**src/source/cpuPkg.sv**
```systemverilog
// instruction word union, group/mode/operation enums, source selects, fixed registers, flag bits
package cpuPkg;

	// instruction group field, bits 15:14
	typedef enum logic [1:0] {
		GROUP_SYSTEM    = 2'd0,
		GROUP_LOADSTORE = 2'd1,
		GROUP_JUMP      = 2'd2,
		GROUP_ALU       = 2'd3
	} groupCode;

	// argument type field of an ALU word, bits 9:8
	typedef enum logic [1:0] {
		MODE_REG_REG  = 2'd0, // Ra op Rb -> Ra
		MODE_REG_U4   = 2'd1, // Ra op u4 -> Ra
		MODE_RB_U8    = 2'd2, // 0 op imm8 -> RB
		MODE_RA_U8RB  = 2'd3  // 0 op {imm8, RB[7:0]} -> RA
	} argMode;

	// ALU operation field, bits 13:10
	// codes 8..15 are reserved and act as a move
	typedef enum logic [3:0] {
		OP_MOV = 4'd0,
		OP_ADD = 4'd1,
		OP_SUB = 4'd2,
		OP_AND = 4'd3,
		OP_OR  = 4'd4,
		OP_XOR = 4'd5,
		OP_SHL = 4'd6,
		OP_SHR = 4'd7
	} aluOp;

	typedef enum logic [1:0] {
		SRCA_REG  = 2'd0, // register port A
		SRCA_ZERO = 2'd1  // constant zero for the immediate modes
	} srcASel;

	typedef enum logic [1:0] {
		SRCB_REG  = 2'd0, // register port B
		SRCB_U4   = 2'd1, // argument B, zero extended
		SRCB_U8   = 2'd2, // imm8, zero extended
		SRCB_U8H  = 2'd3  // imm8 over low byte of port B
	} srcBSel;

	// register/register view
	typedef struct packed {
		groupCode   group;
		aluOp       op;
		argMode     mode;
		logic [3:0] argA;
		logic [3:0] argB;
	} aluFields;

	// immediate view, shares the upper byte with aluFields
	typedef struct packed {
		groupCode   group;
		aluOp       op;
		argMode     mode;
		logic [7:0] imm8;
	} immFields;

	typedef union packed {
		aluFields aluView;
		immFields immView;
	} instrWord;

	localparam logic [3:0] REG_RA = 4'd0; // target of the U8.RB mode
	localparam logic [3:0] REG_RB = 4'd1; // target of the U8 mode

	// bit positions in the 3-bit flag word
	localparam int FLAG_C = 0;
	localparam int FLAG_Z = 1;
	localparam int FLAG_N = 2;

endpackage

```
**src/source/aluGroupDecoder.sv**
```systemverilog
// group 3 decoder: operand/address selects and phased register-file and flag-load enables
`timescale 1ns/1ps

module aluGroupDecoder (
	input  logic             CLK,
	input  logic             rstN,
	input  cpuPkg::instrWord instrReg,
	input  logic             fetch,
	input  logic             decode,
	input  logic             execute,
	input  logic             commit,
	output logic             regAEn,
	output logic             regBEn,
	output logic             regAWen,
	output logic [3:0]       regAddrA,
	output logic [3:0]       regAddrB,
	output cpuPkg::srcASel   srcA,
	output cpuPkg::srcBSel   srcB,
	output cpuPkg::aluOp     op,
	output logic             ccLd,
	output logic [7:0]       imm
);

	import cpuPkg::*;

	logic isAlu;  // group 3 word
	logic flagOp; // operation that updates C/Z/N
	logic rdA;
	logic rdB;
	logic wrA;

	assign isAlu = (instrReg.aluView.group == GROUP_ALU);
	assign op    = instrReg.aluView.op;
	assign imm   = instrReg.immView.imm8; // U4 rides in the low nibble

	// MOV and the reserved codes leave flags alone
	assign flagOp = (op != OP_MOV) && (op <= OP_SHR);

	// argument type decode
	always_comb begin
		srcA     = SRCA_REG;
		srcB     = SRCB_REG;
		regAddrA = instrReg.aluView.argA;
		regAddrB = instrReg.aluView.argB;
		rdA      = 1'b0;
		rdB      = 1'b0;
		wrA      = 1'b0;
		case (instrReg.aluView.mode)
			MODE_REG_REG: begin // Ra op Rb
				rdA = 1'b1;
				rdB = 1'b1;
				wrA = 1'b1;
			end
			MODE_REG_U4: begin // Ra op u4
				srcB = SRCB_U4;
				rdA  = 1'b1;
				wrA  = 1'b1;
			end
			MODE_RB_U8: begin
				regAddrA = REG_RB; // port A only addresses the target
				srcA     = SRCA_ZERO;
				srcB     = SRCB_U8;
				rdA      = 1'b1;
				wrA      = 1'b1;
			end
			MODE_RA_U8RB: begin
				regAddrA = REG_RA;
				regAddrB = REG_RB; // low byte source
				srcA     = SRCA_ZERO;
				srcB     = SRCB_U8H;
				rdA      = 1'b1;
				rdB      = 1'b1;
				wrA      = 1'b1;
			end
			default: ;
		endcase
		// other groups pass through without touching registers
		if (!isAlu) begin
			rdA = 1'b0;
			rdB = 1'b0;
			wrA = 1'b0;
		end
	end

	// each enable is loaded one phase ahead of the cycle it serves
	always_ff @(posedge CLK or negedge rstN) begin
		if (!rstN) begin
			regAEn  <= 1'b0;
			regBEn  <= 1'b0;
			regAWen <= 1'b0;
			ccLd    <= 1'b0;
		end else if (fetch) begin
			regAEn  <= 1'b0;
			regBEn  <= 1'b0;
			regAWen <= 1'b0;
			ccLd    <= 1'b0;
		end else if (decode) begin
			regAEn <= rdA; // reads live through execute and commit
			regBEn <= rdB;
			ccLd   <= isAlu && flagOp; // high for the execute cycle only
		end else if (execute) begin
			ccLd    <= 1'b0;
			regAWen <= wrA; // write-back during commit
		end else if (commit) begin
			regAEn  <= 1'b0;
			regBEn  <= 1'b0;
			regAWen <= 1'b0;
		end
	end

endmodule

```
**src/source/aluUnit.sv**
```systemverilog
// ALU: operand muxes, eight operations, result register and C/Z/N condition register
`timescale 1ns/1ps

module aluUnit (
	input  logic           CLK,
	input  logic           rstN,
	input  logic [15:0]    rdDataA,
	input  logic [15:0]    rdDataB,
	input  cpuPkg::srcASel srcA,
	input  cpuPkg::srcBSel srcB,
	input  cpuPkg::aluOp   op,
	input  logic [7:0]     imm,
	input  logic           ccLd,
	output logic [15:0]    result,
	output logic [2:0]     flags
);

	import cpuPkg::*;

	logic [15:0] opA;
	logic [15:0] opB;
	logic [15:0] aluOut;
	logic        carry;
	logic [2:0]  flagsNext;

	assign opA = (srcA == SRCA_ZERO) ? 16'h0000 : rdDataA;

	always_comb begin
		case (srcB)
			SRCB_U4:  opB = {12'h000, imm[3:0]};
			SRCB_U8:  opB = {8'h00, imm};
			SRCB_U8H: opB = {imm, rdDataB[7:0]}; // imm8 high, RB low byte
			default:  opB = rdDataB;
		endcase
	end

	always_comb begin
		carry = 1'b0; // logic ops and moves clear C
		case (op)
			OP_ADD:  {carry, aluOut} = {1'b0, opA} + {1'b0, opB};
			OP_SUB:  {carry, aluOut} = {1'b0, opA} - {1'b0, opB}; // bit 16 is borrow
			OP_AND:  aluOut = opA & opB;
			OP_OR:   aluOut = opA | opB;
			OP_XOR:  aluOut = opA ^ opB;
			OP_SHL: begin
				aluOut = {opA[14:0], 1'b0};
				carry  = opA[15]; // bit shifted out
			end
			OP_SHR: begin
				aluOut = {1'b0, opA[15:1]};
				carry  = opA[0];
			end
			default: aluOut = opB; // MOV and reserved codes
		endcase
	end

	always_comb begin
		flagsNext         = 3'b000;
		flagsNext[FLAG_C] = carry;
		flagsNext[FLAG_Z] = (aluOut == 16'h0000);
		flagsNext[FLAG_N] = aluOut[15];
	end

	// captured every clock, meaningful at the end of execute
	always_ff @(posedge CLK) begin
		result <= aluOut;
	end

	always_ff @(posedge CLK or negedge rstN) begin
		if (!rstN) begin
			flags <= 3'b000;
		end else if (ccLd) begin
			flags <= flagsNext; // same edge as the result
		end
	end

endmodule

```
**src/source/cpuAluCore.sv**
```systemverilog
// ALU path top level: phase sequencer, group 3 decoder, register file and ALU
`timescale 1ns/1ps

module cpuAluCore (
	input  logic        CLK,
	input  logic        rstN,
	input  logic        instrStrobe,
	input  logic [15:0] instr,
	output logic        busy,
	output logic        resultValid,
	output logic [3:0]  resultAddr,
	output logic [15:0] resultData,
	output logic [2:0]  flags
);

	import cpuPkg::*;

	instrWord    instrReg;
	logic        fetch;
	logic        decode;
	logic        execute;
	logic        commit;
	logic        regAEn;
	logic        regBEn;
	logic        regAWen;
	logic [3:0]  regAddrA;
	logic [3:0]  regAddrB;
	srcASel      srcA;
	srcBSel      srcB;
	aluOp        op;
	logic        ccLd;
	logic [7:0]  imm;
	logic [15:0] rdDataA;
	logic [15:0] rdDataB;
	logic [15:0] result;

	// write-back trace mirrors the register-file write port
	assign resultValid = regAWen;
	assign resultAddr  = regAddrA;
	assign resultData  = result;

	phaseSequencer u_seq (
		.CLK         (CLK),
		.rstN        (rstN),
		.instrStrobe (instrStrobe),
		.instr       (instr),
		.instrReg    (instrReg),
		.fetch       (fetch),
		.decode      (decode),
		.execute     (execute),
		.commit      (commit),
		.busy        (busy)
	);

	aluGroupDecoder u_dec (
		.CLK(CLK), .rstN(rstN), .instrReg(instrReg),
		.fetch(fetch), .decode(decode), .execute(execute), .commit(commit),
		.regAEn(regAEn), .regBEn(regBEn), .regAWen(regAWen),
		.regAddrA(regAddrA), .regAddrB(regAddrB),
		.srcA(srcA), .srcB(srcB), .op(op), .ccLd(ccLd), .imm(imm)
	);

	// operands in, ALU result back on the write port
	registerFile u_regs (
		.CLK(CLK), .rstN(rstN),
		.regAEn(regAEn), .regBEn(regBEn), .regAWen(regAWen),
		.regAddrA(regAddrA), .regAddrB(regAddrB),
		.wrData(result),
		.rdDataA(rdDataA), .rdDataB(rdDataB)
	);

	aluUnit u_alu (
		.CLK(CLK), .rstN(rstN),
		.rdDataA(rdDataA), .rdDataB(rdDataB),
		.srcA(srcA), .srcB(srcB), .op(op), .imm(imm),
		.ccLd(ccLd),
		.result(result),
		.flags(flags)
	);

endmodule

```
**src/source/phaseSequencer.sv**
```systemverilog
// instruction register, one-hot fetch/decode/execute/commit sequencer and busy flag
`timescale 1ns/1ps

module phaseSequencer (
	input  logic             CLK,
	input  logic             rstN,
	input  logic             instrStrobe,
	input  logic [15:0]      instr,
	output cpuPkg::instrWord instrReg,
	output logic             fetch,
	output logic             decode,
	output logic             execute,
	output logic             commit,
	output logic             busy
);

	logic [3:0] phase; // one-hot, bit 0 fetch .. bit 3 commit
	logic       accept;

	// no handshake, source waits for busy to drop
	assign busy   = |phase;
	assign accept = instrStrobe && !busy; // strobe while busy is dropped

	assign fetch   = phase[0];
	assign decode  = phase[1];
	assign execute = phase[2];
	assign commit  = phase[3];

	// phase walks one step per clock
	// commit shifts out to idle
	always_ff @(posedge CLK or negedge rstN) begin
		if (!rstN) begin
			phase <= 4'b0000;
		end else if (accept) begin
			phase <= 4'b0001; // fetch cycle follows the accepting edge
		end else begin
			phase <= phase << 1;
		end
	end

	// word held for the full four phases
	always_ff @(posedge CLK) begin
		if (accept) begin
			instrReg <= instr;
		end
	end

endmodule

```
**src/source/registerFile.sv**
```systemverilog
// sixteen 16-bit registers, two gated asynchronous read ports, one write port via port A
`timescale 1ns/1ps

module registerFile (
	input  logic        CLK,
	input  logic        rstN,
	input  logic        regAEn,
	input  logic        regBEn,
	input  logic        regAWen,
	input  logic [3:0]  regAddrA,
	input  logic [3:0]  regAddrB,
	input  logic [15:0] wrData,
	output logic [15:0] rdDataA,
	output logic [15:0] rdDataB
);

	logic [15:0] regs [16];
	logic        wrEn;

	// write only through an enabled port A
	assign wrEn = regAEn && regAWen;

	always_ff @(posedge CLK or negedge rstN) begin
		if (!rstN) begin
			for (int i = 0; i < 16; i++) begin
				regs[i] <= 16'h0000; // whole file starts at zero
			end
		end else if (wrEn) begin
			regs[regAddrA] <= wrData;
		end
	end

	// disabled port reads as zero
	always_comb begin
		rdDataA = 16'h0000;
		rdDataB = 16'h0000;
		if (regAEn) begin
			rdDataA = regs[regAddrA];
		end
		if (regBEn) begin
			rdDataB = regs[regAddrB];
		end
	end

endmodule

```
**config.mk**
```make
export PLATFORM = sky130hd
export DESIGN_NAME = cpuAluCore
export DESIGN_NICKNAME = d
export VERILOG_FILES = /design/src/source/cpuPkg.sv /design/src/source/aluGroupDecoder.sv /design/src/source/aluUnit.sv /design/src/source/cpuAluCore.sv /design/src/source/phaseSequencer.sv /design/src/source/registerFile.sv
export SDC_FILE = /design/constraint.sdc
export NUM_CORES = 1
export LEC_CHECK = 0
export BUFFER_PORTS_ARGS = -buffer_cell sky130_fd_sc_hd__buf_2
export CORE_MARGIN = 4
export CORE_UTILIZATION = 33
export DETAILED_ROUTE_END_ITERATION = 10
export SYNTH_ARGS = -nofsm -noshare
export SYNTH_HDL_FRONTEND = slang
export SYNTH_HIERARCHICAL = 1
export SYNTH_SLANG_ARGS = --single-unit
export TNS_END_PERCENT = 10
```
**constraint.sdc**
```tcl
create_clock -name CLK -period 15.95 [get_ports CLK]
set_input_delay 3.19 -clock CLK [delete_from_list [all_inputs] [get_ports CLK]]
set_output_delay 3.19 -clock CLK [all_outputs]
set_load 0.05 [all_outputs]
```
==> reports/metrics.cfg <==
[status]
outcome = finished clean

[final_layout]
final_cells = 2414
drive_gt1_share_pct = 30.1
final_core_util_pct = 37.0
fillers = 5476
syn_to_final_growth_pct = 10.9
layout.nets = 1702

[synthesis]
synth_top_family_by_area = multiplexers
synth.most_common_cell = dfrtp_1
synth.yosys.seq_area_share_pct = 39.7
muxShareOfSynthArea_pct = 31.6
syn_area_per_cell_um2 = 11.4
ys_seq_elements = 299
syn_nets = 1721
synth_commonest_cells = 267 x dfrtp_1, 228 x mux2_2, 184 x mux2i_1, 89 x nand2_1, 82 x a22oi_1
synth_simple_gate_area_share_pct = 8.31
synth_compound_area_share_pct = 11.3
ys_warn_count = 6
synth_edf_count = 16
yosysTopAreaCell = dfrtp_1
synth_cell_types = 98
synth_top_area_share_pct = 35.5
synth_top_flop_cell = dfrtp_1
synth_area_leaders = dfrtp_1 35%, mux2_2 14%, mux2i_1 9.8%, mux4_2 5.9%, ha_1 3.4%
synth_cells = 1649
synth_xor_area_share_pct = 0.279
syn_area_mm2 = 0.0188
ys_async_sr_fraction_pct = 89.3
synth_fa_ha_area_share_pct = 3.60

[timing]
slew_viol_final = 0
fin_setup_tns_ns = 0
fin_crit_sh_pct = 44.8
timing.final.hold_violations = 0
timing.final.ws_setup_ns = 8.80
relSlewSlack_pct = 13.1
setup_viol = 0
skew_ns = 0.0197
tightest_slew_ns = 1.28
rsz0062_at_grt = false
period_minus_slack_ns = 7.15
max_freq_ghz = 0.140

[drt]
drc = 0
drt_iter0_drc = 1508
viasPerCell = 5.80
drt-total-wl_mm = 60.2
first_pass_iters = 7
avgRoutedWirePerCell_um = 24.9
ant_nets = 0
num_vias = 14000

[critical_path]
crit_path_end_kind = flop
path_max_fanout = 41
start_kind = flop
critPathArrivalTime_ns = 7.61
required_ns = 16.41
critical_path_class = flop to flop

[run]
cap_violations = 0

[clock_network]
cts_sinks = 299
insertion_delay_ns = 0.56
cts_root_buf = clkbuf_16
cts_setup_buffers = 0
cts_tree = done
cts_buffer_depth = 3
ctsResizeCount = 0
htreeDepth = 2
clk_pin_slew_worst_paths_ns = 0.06
ctsHoldBuffers = 0
numCtsBuffers = 36

[power_and_ir_drop]
peakVddDrop_mv = 0.0937
powerDensity_mw_per_mm2 = 152
p_leak_nw = 9.59
p_total_mw = 3.18

[global_route]
grt_pass1_vias = 14100
grt-ovfl-total = 0
antenna_found_initial = 0
track_usage_pct = 19.4
grt_start_max_net_pins = 110
grt_pass1_wl_mm = 90.6

[die]
ioPinCount = 44
dieHeight_um = 247
die_w_um = 247
initial_core_util_pct = 33.3
coreArea_mm2 = 0.0565
die_area_mm2 = 0.0610
row_count = 87

[min_path]
hold_class = flop to flop

[placed_design]
gp_congestion = 0.905
port_buffers = 43
dp.cells = 2348
dpl.hpwl_mm = 39.1
post-place-ws_ns = 8.92

[state kept, by name, summed over array words and instances, names as in the netlist]
name,cells
u_alu/flags,3
u_alu/result,16
u_dec/ccLd,1
u_dec/regAEn,1
u_dec/regAWen,1
u_dec/regBEn,1
u_regs/regs,256
u_seq/instrReg,16
u_seq/phase,4
[routing by layer]
layer | global-route usage [%] | vias to the layer above | share of wire, % | wire, um
met5 | 0 | - | 0 | 0
met3 | 3.71 | 131 | 7.0 | 4210
met2 | 30.3 | 572 | 46 | 27500
met4 | 8.13 | 0 | 4.1 | 2490
met1 | 26.5 | 7190 | 43 | 26000
li1 | - | 6110 | - | -
[cell usage in the layout (no fill, tap or decap), types with 20 or more instances in the layout]
cell type and count:
dfrtp_1 267, mux2_2 228, mux2i_1 184, nand2_1 89, a22oi_1 82, inv_1 56, nor2_1 55, ha_1 51
buf_4 50, mux4_2 49, buf_2 42, clkbuf_16 36, a21oi_1 35, o22ai_1 31, o21ai_0 22, nor3_1 21
nand3_1 20, mux2_4 20
[cell families (layout without fill, tap and decap cells)]
family                   after synthesis  count (layout)
flip-flops                           299             299
AND/OR/NAND/NOR                      299             299
multiplexers                         493             493
other                                  1               2
buffers and inverters                207             215
adder cells (fa/ha/maj)               53              53
XOR/XNOR                               6               6
AO/OA/AOI/OAI                        291             291
[worst paths after layout]
path	from	end	slack [ns]	cells past startpoint
setup / recovery	u_seq/instrReg[9]	u_alu/flags[1]	8.80	21
hold / removal	u_seq/phase[0]	u_seq/phase[1]	0.45	0
setup reg to reg	u_seq/instrReg[9]	u_alu/flags[1]	8.80	21
hold reg to reg	u_seq/phase[0]	u_seq/phase[1]	0.45	0
max in group asynchronous	rstN	u_regs/regs[245]	11.65	2
min in group asynchronous	rstN	u_regs/regs[64]	2.69	1
[per-stage QoR]
stage / cell area [um2] / hold WS [ns]
2_1_floorplan: 18800 / 0.454
3_5_place_dp: 19700 / 0.444
5_1_grt: 20900 / 0.479
6_report: 20900 / 0.454
4_1_cts: 20900 / 0.460
3_3_place_gp: 19700 / 0.438
[final cells by class]
type	instances	area (um2)	area share [%]
antenna	1	2.50	0.0120
clock buffer	49	1010	4.83
clock inverter	16	195	0.934
inverter	57	214	1.02
multi-input combinational	1143	10400	50.0
sequential	299	7480	35.8
tap	756	946	4.53
timing repair buffer	93	601	2.88
[power breakdown]
| group | internal (mW) | leakage (nW) | switching, mW | total (mW) |
|---|---|---|---|---|
| clock network | 0.498 | 0.600 | 0.341 | 0.839 |
| registers | 0.843 | 4.00 | 0.158 | 1.00 |
| logic | 0.451 | 4.99 | 0.886 | 1.34 |
[worst max-delay path: stages (launching register included)]
cell	delay, ns
edfxtp_1	0.38
ha_1	0.33
or2_4	0.64
buf_4	0.72
buf_4	0.68
mux2i_1	0.16
a22oi_1	0.25
nand2_1	0.08
a21oi_1	0.27
mux2i_1	0.13
o21ai_0	0.52
ha_1	0.47
inv_1	0.21
nor3_1	0.07
a21oi_1	0.15
o221ai_1	0.13
or3_1	0.32
o32ai_1	0.34
nand3_1	0.21
nor4_1	0.26
or4b_1	0.49
o32ai_2	0.20
Note: power is estimated with default switching activity, not from simulation.
